`src/include/ctrl_defs.svh`:
```
// widths are fixed by the 32-bit instruction set and are not meant to be changed per build
`ifndef CTRL_DEFS_SVH
`define CTRL_DEFS_SVH

////////////////////
// instruction word

// full instruction width
`define INSN_W 32

// major opcode sits in the top bits of the word
`define OPC_W 6

// register file address width
`define REG_AW 5

////////////////////
// branch and link

// branch target is a word address
`define PC_W 30

// jal and jalr always write here
`define LINK_REG 5'd9

////////////////////
// special words

// nop opcode with bit 16 set marks a pipeline bubble
`define NOP_INSN 32'h1401_0000

// xsync sub-codes in bits 25:23
`define XSYNC_SYS 3'b000
`define XSYNC_TRAP 3'b010

`endif

```
`src/source/ctrl_pkg.sv`:
```
// only the kept major opcodes are listed; anything else decodes as illegal in EX
`include "ctrl_defs.svh"

package ctrl_pkg;

	////////////////////
	// major opcodes

	typedef enum logic [`OPC_W-1:0] {
		OPC_J     = 6'h00,
		OPC_JAL   = 6'h01,
		OPC_BNF   = 6'h03,
		OPC_BF    = 6'h04,
		OPC_NOP   = 6'h05,
		OPC_MOVHI = 6'h06,
		OPC_XSYNC = 6'h08,
		OPC_RFE   = 6'h09,
		OPC_JR    = 6'h11,
		OPC_JALR  = 6'h12,
		OPC_LWZ   = 6'h21,
		OPC_LWS   = 6'h22,
		OPC_LBZ   = 6'h23,
		OPC_LBS   = 6'h24,
		OPC_LHZ   = 6'h25,
		OPC_LHS   = 6'h26,
		OPC_ADDI  = 6'h27,
		OPC_ADDIC = 6'h28,
		OPC_ANDI  = 6'h29,
		OPC_ORI   = 6'h2a,
		OPC_XORI  = 6'h2b,
		OPC_SFXXI = 6'h2f,
		OPC_SW    = 6'h35,
		OPC_SB    = 6'h36,
		OPC_SH    = 6'h37,
		OPC_ALU   = 6'h38,
		OPC_SFXX  = 6'h39
	} opcode_e;

	typedef enum logic [2:0] {
		BR_NOP = 3'd0,
		BR_J   = 3'd1,
		BR_JR  = 3'd2,
		BR_BF  = 3'd4,
		BR_BNF = 3'd5,
		BR_RFE = 3'd6
	} branch_op_e;

	////////////////////
	// execute ops

	// low nibble matches the function field of register alu insns
	typedef enum logic [4:0] {
		ALU_ADD = 5'd0, ALU_ADDC = 5'd1, ALU_SUB = 5'd2, ALU_AND = 5'd3,
		ALU_OR = 5'd4, ALU_XOR = 5'd5, ALU_MUL = 5'd6, ALU_RSVD = 5'd7,
		ALU_SHROT = 5'd8, ALU_DIV = 5'd9, ALU_DIVU = 5'd10, ALU_MULU = 5'd11,
		ALU_EXTHB = 5'd12, ALU_EXTW = 5'd13, ALU_CMOV = 5'd14, ALU_FFL1 = 5'd15,
		ALU_MOVHI = 5'd16,
		ALU_COMP  = 5'd17,
		ALU_NOP   = 5'd31
	} alu_op_e;

	// bit 0 is the write enable
	typedef enum logic [2:0] {
		RFWB_NOP = 3'b000,
		RFWB_ALU = 3'b001,
		RFWB_LSU = 3'b011,
		RFWB_SPR = 3'b101,
		RFWB_LR  = 3'b111
	} rfwb_op_e;

	typedef enum logic [3:0] {
		LSU_NOP = 4'b0000,
		LSU_LBZ = 4'b0100,
		LSU_LBS = 4'b0101,
		LSU_LHZ = 4'b0110,
		LSU_LHS = 4'b0111,
		LSU_LWZ = 4'b1000,
		LSU_LWS = 4'b1001,
		LSU_SB  = 4'b1010,
		LSU_SH  = 4'b1100,
		LSU_SW  = 4'b1110
	} lsu_op_e;

	// operand source for the alu inputs
	typedef enum logic [1:0] {
		SEL_RF      = 2'd0,
		SEL_IMM     = 2'd1,
		SEL_EX_FORW = 2'd2,
		SEL_WB_FORW = 2'd3
	} sel_e;

endpackage

```
`src/source/id_stage.sv`:
```
// flushpipe wins over id_freeze; id_simm, id_lsu_op and the branch target are combinational
`timescale 1ns/1ns
`include "ctrl_defs.svh"

module id_stage import ctrl_pkg::*; (
	input  logic                  clk,
	input  logic                  reset,
	input  logic [`INSN_W-1:0]    if_insn,
	input  logic [31:0]           id_pc,
	input  logic                  id_freeze,
	input  logic                  flush_req,
	input  logic                  pc_we,
	output logic                  flushpipe,
	output logic [`INSN_W-1:0]    id_insn,
	output branch_op_e            id_branch_op,
	output logic                  sel_imm,
	output logic [31:0]           id_simm,
	output lsu_op_e               id_lsu_op,
	output logic [`PC_W-1:0]      id_branch_target,
	output logic [`REG_AW-1:0]    rf_addra,
	output logic [`REG_AW-1:0]    rf_addrb,
	output logic                  rf_rda,
	output logic                  rf_rdb
);

	logic [`OPC_W-1:0] if_opc;
	logic [`OPC_W-1:0] id_opc;

	assign if_opc = if_insn[`INSN_W-1 -: `OPC_W];
	assign id_opc = id_insn[`INSN_W-1 -: `OPC_W];

	assign flushpipe = flush_req | pc_we;

	// register file read port addresses come straight from fetch
	assign rf_addra = if_insn[20:16];
	assign rf_addrb = if_insn[15:11];
	assign rf_rda = if_insn[31];
	assign rf_rdb = if_insn[30];

	////////////////////
	// id latches

	always_ff @(posedge clk) begin
		if (reset || flushpipe) begin
			id_insn <= `NOP_INSN;
			id_branch_op <= BR_NOP;
		end else if (!id_freeze) begin
			id_insn <= if_insn;
			case (if_opc)
				OPC_J, OPC_JAL:
					id_branch_op <= BR_J;
				OPC_JR, OPC_JALR:
					id_branch_op <= BR_JR;
				OPC_BNF:
					id_branch_op <= BR_BNF;
				OPC_BF:
					id_branch_op <= BR_BF;
				OPC_RFE:
					id_branch_op <= BR_RFE;
				default:
					id_branch_op <= BR_NOP;
			endcase
		end
	end

	// register-form insns take operand b from the register file
	always_ff @(posedge clk) begin
		if (reset) begin
			sel_imm <= 1'b0;
		end else if (!id_freeze) begin
			case (if_opc)
				OPC_JALR, OPC_JR, OPC_RFE, OPC_XSYNC, OPC_SW, OPC_SB, OPC_SH,
				OPC_ALU, OPC_SFXX, OPC_NOP:
					sel_imm <= 1'b0;
				default:
					sel_imm <= 1'b1;
			endcase
		end
	end

	////////////////////
	// immediate and lsu decode

	always_comb begin
		case (id_opc)
			OPC_ADDI, OPC_ADDIC, OPC_XORI, OPC_SFXXI,
			OPC_LWZ, OPC_LWS, OPC_LBZ, OPC_LBS, OPC_LHZ, OPC_LHS:
				id_simm = {{16{id_insn[15]}}, id_insn[15:0]};
			// stores split the offset around the rB field
			OPC_SW, OPC_SB, OPC_SH:
				id_simm = {{16{id_insn[25]}}, id_insn[25:21], id_insn[10:0]};
			default:
				id_simm = {16'h0000, id_insn[15:0]};
		endcase
	end

	always_comb begin
		case (id_opc)
			OPC_LWZ: id_lsu_op = LSU_LWZ;
			OPC_LWS: id_lsu_op = LSU_LWS;
			OPC_LBZ: id_lsu_op = LSU_LBZ;
			OPC_LBS: id_lsu_op = LSU_LBS;
			OPC_LHZ: id_lsu_op = LSU_LHZ;
			OPC_LHS: id_lsu_op = LSU_LHS;
			OPC_SW:  id_lsu_op = LSU_SW;
			OPC_SB:  id_lsu_op = LSU_SB;
			OPC_SH:  id_lsu_op = LSU_SH;
			default: id_lsu_op = LSU_NOP;
		endcase
	end

	// 26-bit word offset relative to the insn's own pc
	assign id_branch_target = {{4{id_insn[25]}}, id_insn[25:0]} + id_pc[31:2];

endmodule

```
`src/source/ex_stage.sv`:
```
// a bubble needs ex_freeze low; with ex_freeze high the stage holds even through a flush
`timescale 1ns/1ns
`include "ctrl_defs.svh"

module ex_stage import ctrl_pkg::*; (
	input  logic                  clk,
	input  logic                  reset,
	input  logic [`INSN_W-1:0]    id_insn,
	input  logic [31:0]           id_simm,
	input  branch_op_e            id_branch_op,
	input  logic [`PC_W-1:0]      id_branch_target,
	input  logic                  ex_freeze,
	input  logic                  id_freeze,
	input  logic                  flushpipe,
	input  logic                  du_hwbkpt,
	output logic [`INSN_W-1:0]    ex_insn,
	output branch_op_e            ex_branch_op,
	output logic [`PC_W-1:0]      ex_branch_target,
	output logic [31:0]           ex_simm,
	output alu_op_e               alu_op,
	output logic [3:0]            alu_op2,
	output logic [3:0]            comp_op,
	output rfwb_op_e              rfwb_op,
	output logic [`REG_AW-1:0]    rf_addrw,
	output logic                  except_illegal,
	output logic                  sig_syscall,
	output logic                  sig_trap,
	output logic                  rfe
);

	logic [`OPC_W-1:0] id_opc;
	logic bubble;
	alu_op_e dec_alu_op;
	rfwb_op_e dec_rfwb_op;
	logic [`REG_AW-1:0] dec_addrw;
	logic dec_illegal;
	logic dec_syscall;
	logic dec_trap;

	assign id_opc = id_insn[`INSN_W-1 -: `OPC_W];

	// ID stalled while EX moves on
	assign bubble = !ex_freeze && (id_freeze || flushpipe);

	////////////////////
	// decode of id_insn

	always_comb begin
		case (id_opc)
			OPC_MOVHI: dec_alu_op = ALU_MOVHI;
			OPC_ADDI:  dec_alu_op = ALU_ADD;
			OPC_ADDIC: dec_alu_op = ALU_ADDC;
			OPC_ANDI:  dec_alu_op = ALU_AND;
			OPC_ORI:   dec_alu_op = ALU_OR;
			OPC_XORI:  dec_alu_op = ALU_XOR;
			OPC_SFXXI, OPC_SFXX:
				dec_alu_op = ALU_COMP;
			OPC_ALU:
				dec_alu_op = alu_op_e'({1'b0, id_insn[3:0]});
			default:
				dec_alu_op = ALU_NOP;
		endcase
	end

	always_comb begin
		case (id_opc)
			OPC_JAL, OPC_JALR:
				dec_rfwb_op = RFWB_LR;
			OPC_LWZ, OPC_LWS, OPC_LBZ, OPC_LBS, OPC_LHZ, OPC_LHS:
				dec_rfwb_op = RFWB_LSU;
			OPC_MOVHI, OPC_ADDI, OPC_ADDIC, OPC_ANDI, OPC_ORI, OPC_XORI, OPC_ALU:
				dec_rfwb_op = RFWB_ALU;
			default:
				dec_rfwb_op = RFWB_NOP;
		endcase
	end

	always_comb begin
		case (id_opc)
			// div, mul, ff1 and ext are not built
			OPC_ALU:
				case (id_insn[4:0])
					ALU_DIV, ALU_DIVU, ALU_MUL, ALU_FFL1, ALU_EXTHB, ALU_EXTW:
						dec_illegal = 1'b1;
					default:
						dec_illegal = 1'b0;
				endcase
			OPC_J, OPC_JAL, OPC_JALR, OPC_JR, OPC_BNF, OPC_BF, OPC_RFE, OPC_MOVHI,
			OPC_XSYNC, OPC_LWZ, OPC_LWS, OPC_LBZ, OPC_LBS, OPC_LHZ, OPC_LHS,
			OPC_ADDI, OPC_ADDIC, OPC_ANDI, OPC_ORI, OPC_XORI, OPC_SFXXI,
			OPC_SW, OPC_SB, OPC_SH, OPC_SFXX, OPC_NOP:
				dec_illegal = 1'b0;
			default:
				dec_illegal = 1'b1;
		endcase
	end

	// link register for jal and jalr
	assign dec_addrw = (id_opc == OPC_JAL || id_opc == OPC_JALR) ? `LINK_REG : id_insn[25:21];

	assign dec_syscall = (id_opc == OPC_XSYNC) && (id_insn[25:23] == `XSYNC_SYS);
	assign dec_trap = ((id_opc == OPC_XSYNC) && (id_insn[25:23] == `XSYNC_TRAP)) || du_hwbkpt;

	////////////////////
	// ex registers

	always_ff @(posedge clk) begin
		if (reset || bubble) begin
			ex_insn <= `NOP_INSN;
			ex_branch_op <= BR_NOP;
			alu_op <= ALU_NOP;
			alu_op2 <= 4'd0;
			comp_op <= 4'd0;
			rfwb_op <= RFWB_NOP;
			rf_addrw <= '0;
			except_illegal <= 1'b0;
			sig_syscall <= 1'b0;
			sig_trap <= 1'b0;
		end else if (!ex_freeze) begin
			ex_insn <= id_insn;
			ex_branch_op <= id_branch_op;
			alu_op <= dec_alu_op;
			alu_op2 <= id_insn[9:6];
			comp_op <= id_insn[24:21];
			rfwb_op <= dec_rfwb_op;
			rf_addrw <= dec_addrw;
			except_illegal <= dec_illegal;
			sig_syscall <= dec_syscall;
			sig_trap <= dec_trap;
		end
	end

	// payload follows ID whenever EX advances
	always_ff @(posedge clk) begin
		if (!ex_freeze) begin
			ex_simm <= id_simm;
			ex_branch_target <= id_branch_target;
		end
	end

	assign rfe = (id_branch_op == BR_RFE) || (ex_branch_op == BR_RFE);

endmodule

```
`src/source/wb_stage.sv`:
```
// forwarding compares the ID operand fields against EX and WB write addresses; no bubble in WB
`timescale 1ns/1ns
`include "ctrl_defs.svh"

module wb_stage import ctrl_pkg::*; (
	input  logic                  clk,
	input  logic                  reset,
	input  logic                  wb_freeze,
	input  logic [`INSN_W-1:0]    ex_insn,
	input  logic [`INSN_W-1:0]    id_insn,
	input  logic                  sel_imm,
	input  logic [`REG_AW-1:0]    rf_addrw,
	input  rfwb_op_e              rfwb_op,
	input  logic                  wbforw_valid,
	output logic [`INSN_W-1:0]    wb_insn,
	output sel_e                  sel_a,
	output sel_e                  sel_b
);

	logic [`REG_AW-1:0] wb_rfaddrw;

	always_ff @(posedge clk) begin
		if (reset) begin
			wb_insn <= `NOP_INSN;
			wb_rfaddrw <= '0;
		end else if (!wb_freeze) begin
			wb_insn <= ex_insn;
			wb_rfaddrw <= rf_addrw;
		end
	end

	////////////////////
	// operand select

	// EX result is newer than WB so it wins
	function automatic sel_e pick_src(
		input logic [`REG_AW-1:0] addr,
		input logic [`REG_AW-1:0] ex_addr,
		input logic               ex_we,
		input logic [`REG_AW-1:0] wb_addr,
		input logic               wb_valid
	);
		if (addr == ex_addr && ex_we)
			return SEL_EX_FORW;
		else if (addr == wb_addr && wb_valid)
			return SEL_WB_FORW;
		else
			return SEL_RF;
	endfunction

	always_comb begin
		sel_a = pick_src(id_insn[20:16], rf_addrw, rfwb_op[0], wb_rfaddrw, wbforw_valid);
		// immediate overrides any forwarding on operand b
		if (sel_imm)
			sel_b = SEL_IMM;
		else
			sel_b = pick_src(id_insn[15:11], rf_addrw, rfwb_op[0], wb_rfaddrw, wbforw_valid);
	end

endmodule

```
`src/source/pipe_ctrl.sv`:
```
// freezes are levels from the core; flush_req and pc_we are one-cycle strobes
`timescale 1ns/1ns
`include "ctrl_defs.svh"

module pipe_ctrl import ctrl_pkg::*; (
	input  logic                  clk,
	input  logic                  reset,
	input  logic [`INSN_W-1:0]    if_insn,
	input  logic [31:0]           id_pc,
	input  logic                  id_freeze,
	input  logic                  ex_freeze,
	input  logic                  wb_freeze,
	input  logic                  flush_req,
	input  logic                  pc_we,
	input  logic                  wbforw_valid,
	input  logic                  du_hwbkpt,
	// decode stage
	output logic                  flushpipe,
	output logic [`INSN_W-1:0]    id_insn,
	output branch_op_e            id_branch_op,
	output logic                  sel_imm,
	output logic [31:0]           id_simm,
	output lsu_op_e               id_lsu_op,
	output logic [`PC_W-1:0]      id_branch_target,
	output logic [`REG_AW-1:0]    rf_addra,
	output logic [`REG_AW-1:0]    rf_addrb,
	output logic                  rf_rda,
	output logic                  rf_rdb,
	// execute stage
	output logic [`INSN_W-1:0]    ex_insn,
	output branch_op_e            ex_branch_op,
	output logic [`PC_W-1:0]      ex_branch_target,
	output logic [31:0]           ex_simm,
	output alu_op_e               alu_op,
	output logic [3:0]            alu_op2,
	output logic [3:0]            comp_op,
	output rfwb_op_e              rfwb_op,
	output logic [`REG_AW-1:0]    rf_addrw,
	output logic                  except_illegal,
	output logic                  sig_syscall,
	output logic                  sig_trap,
	output logic                  rfe,
	// result stage
	output logic [`INSN_W-1:0]    wb_insn,
	output sel_e                  sel_a,
	output sel_e                  sel_b
);

	id_stage i_id_stage (
		.clk, .reset, .if_insn, .id_pc, .id_freeze, .flush_req, .pc_we,
		.flushpipe, .id_insn, .id_branch_op, .sel_imm, .id_simm, .id_lsu_op,
		.id_branch_target, .rf_addra, .rf_addrb, .rf_rda, .rf_rdb
	);

	ex_stage i_ex_stage (
		.clk, .reset, .id_insn, .id_simm, .id_branch_op, .id_branch_target,
		.ex_freeze, .id_freeze, .flushpipe, .du_hwbkpt,
		.ex_insn, .ex_branch_op, .ex_branch_target, .ex_simm, .alu_op, .alu_op2,
		.comp_op, .rfwb_op, .rf_addrw, .except_illegal, .sig_syscall, .sig_trap, .rfe
	);

	// forwarding looks at the EX write port and the WB copy of it
	wb_stage i_wb_stage (
		.clk, .reset, .wb_freeze, .ex_insn, .id_insn, .sel_imm, .rf_addrw,
		.rfwb_op, .wbforw_valid, .wb_insn, .sel_a, .sel_b
	);

endmodule

```
`config.mk`:
```
export PLATFORM = sky130hd
export DESIGN_NAME = pipe_ctrl
export DESIGN_NICKNAME = d
export VERILOG_FILES = /design/src/source/ctrl_pkg.sv /design/src/source/id_stage.sv /design/src/source/ex_stage.sv /design/src/source/wb_stage.sv /design/src/source/pipe_ctrl.sv
export VERILOG_INCLUDE_DIRS = /design/src /design/src/include
export SDC_FILE = /design/constraint.sdc
export NUM_CORES = 1
export LEC_CHECK = 0
export ABC_AREA = 1
export ABC_CLOCK_PERIOD_IN_PS = 9250
export BUFFER_PORTS_ARGS = -buffer_cell sky130_fd_sc_hd__buf_2
export CAP_MARGIN = 20
export CORE_ASPECT_RATIO = 0.9
export CORE_MARGIN = 8
export CORE_UTILIZATION = 55
export CTS_CLUSTER_SIZE = 24
export DETAILED_ROUTE_END_ITERATION = 12
export PLACE_DENSITY = 0.95
export REMOVE_ABC_BUFFERS = 1
export SLEW_MARGIN = 15
export SYNTH_ARGS = -nofsm -noshare
export SYNTH_HDL_FRONTEND = slang
export SYNTH_HIERARCHICAL = 1
export SYNTH_SLANG_ARGS = --single-unit
```
`constraint.sdc`:
```
create_clock -name clk -period 9.25 [get_ports clk]
set_clock_uncertainty 0.05 [all_clocks]
set_input_delay 0.925 -clock clk [delete_from_list [all_inputs] [get_ports clk]]
set_output_delay 0.925 -clock clk [all_outputs]
set_load 0.05 [all_outputs]
```
==> results.toml, run 1 <==
[run_status]
status = "finished clean"

[synth]
synth.area.top_cells = "dfxtp_1 (25%), edfxtp_1 (19%), nand2_1 (15%)"
synth_top_area_cell = "dfxtp_1"
syn_inst = 1318
synth_cell_type_count = 42
yosys.area.top_type_share_pct = 25.46
avgSynthCellArea_um2 = 7.399
syn_area_mm2 = 0.009752
yosys_warnings = 6
ys_ff_latch = 186
ys_seq_area_share_pct = 44.55

[global_routing]
grt-ovfl-total = 0
grtUsageTotal_pct = 29.11
antenna_found_initial = 5
grt_pass1_vias = 9341
grt_max_degree = 62
grt_pass1_wl_um = 50660

[cts]
tritoncts = "done"
cts_hold_buf = 0
htreeDepth = 4
cts_buffers = 17
cts.sinks = 186
root_buffer = "clkbuf_16"
cts_resized = 0
post_cts_buffers = 0
clock_latency_ns = 0.43
clk_pin_slew_worst_paths_ns = 0.07
ctsLongestPathBuffers = 2

[finish]
finish.net_count = 1707
drive_gt1_share_pct = 26.78
final_util_pct = 67.97
area_growth_pct = 21.95
most-common-layout-cells = "nand2_1 (384), buf_2 (343), nor2_1 (167)"
layout_commonest_cell = "nand2_1"

[sta]
finalHoldViolCount = 0
rsz0062_at_grt = "no"
setup_ws_ns = 5.184
post-route-period-util_pct = 43.96
maxSlewHeadroom_pct = 30.24
slew_violations = 0
tightest_slew_ns = 1.045
setup_viol = 0
fin_setup_tns_ns = 0
fin_crit_ns = 4.066
fmax_mhz = 245.9

[routing]
post_drt_wl_per_cell_um = 18.14
drcViolationCount = 0
first_pass_iters = 7
final_antenna_net_count = 0
first_iter_violations = 926
routed_wl_um = 33730
routed_via_density = 5.405
vias = 10050

[floorplan]
rows = 46
die-area_mm2 = 0.02225
design.core.area_mm2 = 0.01750
start_util_pct = 55.74
pin_count = 346
die_w_um = 156.4
die_height_um = 142.3

[flow_run]
maxCapViolations = 0

[setup_path]
crit_arrival_ns = 3.09
r2r_slack_ns = 6.58
setup.worst_path.start_class = "register"
worstSetupPathType = "register to output pin"
critPathCaptureType = "output pin"
cp.required_ns = 8.28
worstPathMaxFanout = 9

[pwr]
p_total_uw = 2032
vdd_drop_max_mv = 0.1275
p_leak_uw = 0.006165
p_per_area_mw_per_mm2 = 170.8

[placement]
place_ws_ns = 5.322
gp_congestion = 0.9857
post-dp-hpwl_um = 26020
numPortBuffers = 343

[worst_hold_path]
hold_path_class = "register to register"
-- where the power goes --
group	leakage (µW)	internal, µW	switching [µW]
Clock	0.000289	386	355
Sequential	0.00163	876	19.1
Combinational	0.00425	84.9	310
Total	0.00616	1350	685
-- final timing paths --
kind / start / to / depth (start not counted)
setup / recovery: i_id_stage/id_insn[0]$_SDFFE_PP0N_ / id_branch_target[6] / 7
hold / removal: i_wb_stage/wb_insn[26]$_SDFFE_PP1N_ / i_wb_stage/wb_insn[26]$_SDFFE_PP1N_ / 2
hold reg to reg: i_wb_stage/wb_insn[26]$_SDFFE_PP1N_ / i_wb_stage/wb_insn[26]$_SDFFE_PP1N_ / 2
setup reg to reg: i_id_stage/id_insn[0]$_SDFFE_PP0N_ / i_ex_stage/ex_branch_target[28]$_DFFE_PN_ / 11
-- sequential cells by signal, summed over array words and instances (netlist names) --
| name | count |
|---|---|
| i_ex_stage/sig_syscall | 1 |
| i_ex_stage/rf_addrw | 5 |
| i_ex_stage/ex_branch_op | 3 |
| i_ex_stage/ex_insn | 32 |
| i_id_stage/id_branch_op | 3 |
| i_ex_stage/ex_branch_target | 30 |
| i_ex_stage/sig_trap | 1 |
| i_id_stage/id_insn | 32 |
| i_ex_stage/except_illegal | 1 |
| i_wb_stage/wb_rfaddrw | 5 |
| i_ex_stage/ex_simm | 32 |
| i_ex_stage/rfwb_op | 3 |
| i_wb_stage/wb_insn | 32 |
| i_ex_stage/alu_op | 5 |
| i_id_stage/sel_imm | 1 |
-- area by class of cell --
type | count | area, µm²
fillers | 1455 | 5604
flip-flops and latches | 186 | 4344
multi-input cells | 893 | 4293
repair buffers | 349 | 1762
inverters | 157 | 591.8
clock buffers | 17 | 425.4
well taps | 240 | 300.3
clock inverters | 15 | 171.4
diodes | 2 | 5.005
-- logic make-up (layout without fill, tap and decap cells) --
family | Yosys count | count (layout) | share of synthesized area, %
compound gates | 190 | 190 | 10.88
flops | 186 | 186 | 44.55
fa+ha+maj | 30 | 30 | 3.926
simple gates | 657 | 657 | 27.78
other cells | 0 | 2 | 0
buf+inv | 239 | 538 | 11.43
xor+xnor | 16 | 16 | 1.437
-- cell usage after synthesis (all sizes together) --
cell / number
nand2: 396
nor2: 177
inv: 157
dfxtp: 124
a21oi: 110
buf: 65
edfxtp: 62
nand3: 60
o21ai: 58
ha: 29
clkbuf: 17
xor2: 12
nand4: 11
nor3: 7
o211ai: 7
o21bai: 5
xnor2: 4
nand3b: 3
o2111ai: 3
or2: 3
o22ai: 2
a21o: 1
a22oi: 1
a31oi: 1
a41oi: 1
fa: 1
o221ai: 1
-- layer usage --
| layer | vias to the layer above | part of all wire (%) | global-route usage, % |
|---|---|---|---|
| li1 | 4739 | - | - |
| met1 | 4551 | 37 | 34.10 |
| met2 | 658 | 47 | 49.73 |
| met3 | 91 | 11 | 7.984 |
| met4 | 8 | 3.7 | 11.42 |
| met5 | - | 0.13 | 0 |
-- stage by stage --
step / instance area [µm²] / cells / hold slack, ns
floorplan: 9226 / 1236 / 0.4283
global placement: 11290 / 1825 / 0.4015
detailed placement: 11290 / 1825 / 0.4047
CTS: 11890 / 1857 / 0.4246
global route: 11890 / 1858 / 0.4477
finish: 11890 / 1859 / 0.4232
-- worst max-delay path, stage by stage, from the launching register on --
cell and delay (ns):
dfxtp_1 0.57, ha_1 0.32, inv_1 0.08, fa_1 0.47, nor3_2 0.31, nor2_1 0.12, xnor2_1 0.44, buf_2 0.36
(Power assumes the default switching activity.)
==> run 2: changes to the inputs <==
Settings changed: ABC_CLOCK_PERIOD_IN_PS 9250 to 4100, CORE_UTILIZATION 55 to 51, PLACE_DENSITY 0.95 to 0.93.
Clock period 9.25 ns to 4.1 ns, I/O delays scaled along.
==> results.toml, run 2 (synthesis results as in run 1) <==
[placement]
numPortBuffers = 343
gp_congestion = 0.9746
post_dp_cell_area_mm2 = 0.01132
post-dp-hpwl_um = 26210

[sta]
holdWs_ns = 0.1721
tightest_slew_ns = 1.043
fmax_mhz = 280.3
post-route-period-util_pct = 87.02
fin_crit_ns = 3.568
slew_violations = 0
rsz0062_at_grt = "no"
setup_viol = 0
maxSlewHeadroom_pct = 30.41
finalHoldViolCount = 0

[floorplan]
die-area_mm2 = 0.02381
start_util_pct = 51.38
design.core.area_mm2 = 0.01898
die_w_um = 161.8
pin_count = 346
rows = 48
die_height_um = 147.2

[cts]
cts.sinks = 186
tritoncts = "done"
root_buffer = "clkbuf_16"
post_cts_buffers = 0
ctsLongestPathBuffers = 2
clock_latency_ns = 0.43
cts_buffers = 17
cts_hold_buf = 0
clk_pin_slew_worst_paths_ns = 0.07
htreeDepth = 4
cts_resized = 0

[setup_path]
cp.required_ns = 3.64
max_stage_delay_ns = 0.53
cp_cell_sequence = "ha_1 > inv_1 > fa_1 > inv_1 > nand3_1 > nand3_1 > nand2_1 > a21oi_1 > o21bai_1 > nand2_1 > buf_2"
worstSetupPathType = "register to output pin"
path_buf_inv = 3
critPathCaptureType = "output pin"
crit_arrival_ns = 3.11
crit_family = "adder cells"
crit_slowest_cell = "dfxtp_1"
setup.worst_path.start_class = "register"
worstPathMaxFanout = 9

[global_routing]
grt-ovfl-total = 0
grt_pass1_wl_um = 51160
antenna_found_initial = 3
grt_max_degree = 68
grtUsageTotal_pct = 27.21
grt_pass1_vias = 9349

[flow_run]
maxCapViolations = 0

[finish]
seq_area_mm2 = 0.004344
multi_input_area_mm2 = 0.004293
area_growth_pct = 22.24
most-common-layout-cells = "nand2_1 (384), buf_2 (343), nor2_1 (167)"
layout_commonest_cell = "nand2_1"
fillers = 1650
finish.net_count = 1709
drive_gt1_share_pct = 26.87
stdcell_area_mm2 = 0.01192

[routing]
vias = 10020
routed_wl_um = 34120
first_pass_iters = 8
final_antenna_net_count = 0
drcViolationCount = 0
routed_via_density = 5.353
post_drt_wl_per_cell_um = 18.24
first_iter_violations = 786

[pwr]
vdd_drop_max_mv = 0.3047
p_leak_uw = 0.006186
p_per_area_mw_per_mm2 = 386.8
p_total_uw = 4611

[worst_hold_path]
hold_path_class = "input pin to register"

[run_status]
status = "finished clean"
==> run 2: final cells by class <==
class | instances | area share, %
clock inverter | 15 | 1.438
tap | 250 | 2.624
antenna | 2 | 0.04199
clock buffer | 17 | 3.569
inverter | 157 | 4.965
multi-input combinational | 893 | 36.01
timing repair buffer | 351 | 14.90
sequential | 186 | 36.44
==> run 2: tightest hold or removal path: cells and delay by family <==
kind | cells | cell delay (ns)
buf+inv | 1 | 0.09
simple gates | 1 | 0.05
compound gates | 1 | 0.05
==> run 2: layer usage <==
layer | vias to the layer above | GRT usage [%] | routed length, µm | part of all wire, %
met2 | 586 | 46.49 | 16500 | 48
li1 | 4741 | - | - | -
met4 | 4 | 9.621 | 818 | 2.4
met3 | 66 | 7.217 | 3593 | 11
met5 | - | 0 | 23 | 0.067
met1 | 4619 | 32.36 | 13180 | 39
==> run 2: stage by stage <==
| stage | std cells | worst slack, ns | util, % | setup TNS, ns |
|---|---|---|---|---|
| after CTS | 1869 | 0.5953 | 62.78 | 0 |
| final | 1871 | 0.5323 | 62.81 | 0 |
| after floorplan | 1236 | -3.797 | - | -107.81 |
| after global routing | 1869 | 0.3941 | 62.78 | 0 |
| after global placement | 1837 | 1.184 | 59.64 | 0 |
| after detailed placement | 1837 | 1.071 | 59.64 | 0 |
==> run 2: worst paths after layout <==
kind	start	cells after the start	slack, ns	endpoint
hold / removal	if_insn[21]	3	0.17	i_id_stage/id_insn[21]$_SDFFE_PP0N_
hold reg to reg	i_wb_stage/wb_insn[16]$_SDFFE_PP1N_	2	0.43	i_wb_stage/wb_insn[16]$_SDFFE_PP1N_
setup reg to reg	i_id_stage/id_insn[0]$_SDFFE_PP0N_	11	1.39	i_ex_stage/ex_branch_target[16]$_DFFE_PN_
setup / recovery	i_id_stage/id_insn[0]$_SDFFE_PP0N_	11	0.53	id_branch_target[16]
==> run 2: where the power goes <==
part	internal, µW	switching [µW]
logic	192	705
clock network	879	817
registers	1980	41.8
==> run 3: changes to the inputs <==
==> constraint.sdc (replaced) <==
create_clock -name clk -period 4.1 [get_ports clk]
set_clock_uncertainty 0.05 [all_clocks]
set_input_delay 0.205 -clock clk [delete_from_list [all_inputs] [get_ports clk]]
set_output_delay 0.205 -clock clk [all_outputs]
set_load 0.05 [all_outputs]
==> results.toml, run 3 (synthesis results as in run 1) <==
[run_status]
status = "finished clean"

[global_routing]
antenna_found_initial = 2
grt_pass1_vias = 9639
grt_pass1_wl_um = 52580
grt-ovfl-total = 0
grt_max_degree = 66
grtUsageTotal_pct = 27.71

[pwr]
p_total_uw = 4628
p_leak_uw = 0.006282
vdd_drop_max_mv = 0.2789
p_per_area_mw_per_mm2 = 380.1

[setup_path]
worstPathMaxFanout = 9
critPathCaptureType = "output pin"
cp.required_ns = 3.85
setup.worst_path.start_class = "register"
worstSetupPathType = "register to output pin"
crit_arrival_ns = 3.07
r2r_slack_ns = 1.48

[cts]
clk_pin_slew_worst_paths_ns = 0.07
cts.sinks = 186
htreeDepth = 4
tritoncts = "done"
cts_buffers = 17
ctsLongestPathBuffers = 2
cts_hold_buf = 27
post_cts_buffers = 0
root_buffer = "clkbuf_16"
clock_latency_ns = 0.43
cts_resized = 0

[floorplan]
rows = 48
design.core.area_mm2 = 0.01898
die_height_um = 147.2
pin_count = 346
die_w_um = 161.8
start_util_pct = 51.38
die-area_mm2 = 0.02381

[sta]
post-route-period-util_pct = 81.10
finalHoldViolCount = 0
maxSlewHeadroom_pct = 28.75
fmax_mhz = 300.8
setup_ws_ns = 0.7751
fin_crit_ns = 3.325
slew_violations = 0
setup_viol = 0
rsz0062_at_grt = "no"
tightest_slew_ns = 1.068

[finish]
most-common-layout-cells = "nand2_1 (384), buf_2 (343), nor2_1 (167)"
drive_gt1_share_pct = 26.34
layout_commonest_cell = "nand2_1"
finish.net_count = 1734
final_cells = 1895
area_growth_pct = 24.88
fillers = 1607
multi_input_area_mm2 = 0.004293
seq_area_mm2 = 0.004344

[routing]
first_iter_violations = 900
post_drt_wl_per_cell_um = 18.13
final_antenna_net_count = 0
routed_wl_um = 34360
routed_via_density = 5.332
vias = 10110
drcViolationCount = 0
first_pass_iters = 5

[flow_run]
maxCapViolations = 0

[placement]
dp_cells = 1835
gp_congestion = 0.9737
numPortBuffers = 343
place_ws_ns = 1.256
post-dp-hpwl_um = 26310

[worst_hold_path]
hold_path_class = "input pin to register"
## run 3: cell types whose count changed in the layout (fill, tap and decap cells not counted), sizes merged
cell,delta
diode,-1
inv,-2
buf,-2
clkinvlp,+1
dlygate4sd3,+27
clkinv,+1
## run 3: critical path: stages (launching register included)
cell and delay, ns:
dfxtp_1 0.54, ha_1 0.31, inv_1 0.07, fa_1 0.45, nor3_2 0.30, nor2_1 0.13
nor2_1 0.11, nor2_1 0.07, xnor2_1 0.30, buf_2 0.35
## run 3: metal layers
| metal | track usage, % | routed length [µm] | up-vias |
|---|---|---|---|
| met5 | 0 | 12 | - |
| met4 | 9.806 | 980 | 2 |
| met3 | 7.441 | 3642 | 75 |
| met2 | 47.85 | 16570 | 610 |
| met1 | 32.48 | 13150 | 4631 |
| li1 | - | - | 4787 |
## run 3: area by class of cell
cell class                 instances  area share [%]
sequential                       186           35.67
timing repair buffer             376           16.69
multi-input combinational        893           35.25
tap                              250           2.569
clock buffer                      17           3.493
antenna                            1         0.02055
inverter                         157           4.860
clock inverter                    15           1.449
## run 3: worst paths after layout
check	from	endpoint	cells after the start
max	i_id_stage/id_insn[0]$_SDFFE_PP0N_	id_branch_target[14]	9
min reg2reg	i_ex_stage/ex_insn[12]$_SDFFE_PP0N_	i_ex_stage/ex_insn[12]$_SDFFE_PP0N_	2
min	if_insn[29]	i_id_stage/id_insn[29]$_SDFFE_PP0N_	3
max reg2reg	i_id_stage/id_insn[0]$_SDFFE_PP0N_	i_ex_stage/ex_branch_target[16]$_DFFE_PN_	11
## run 3: report_power, final
| group | internal (µW) | switching [µW] |
|---|---|---|
| logic | 208 | 707 |
| clock network | 878 | 817 |
| registers | 1980 | 42.7 |
## run 3: metrics by stage
step / hold slack, ns / TNS, ns / util, % / cell area, µm²
after floorplan: 0.2241 / -104.53 / - / 9226
after global placement: 0.3965 / 0 / 59.56 / 11300
after detailed placement: 0.4040 / 0 / 59.56 / 11300
after CTS: 0.009739 / 0 / 64.15 / 12180
after global routing: 0.01787 / 0 / 64.17 / 12180
final: 0.03746 / 0 / 64.17 / 12180
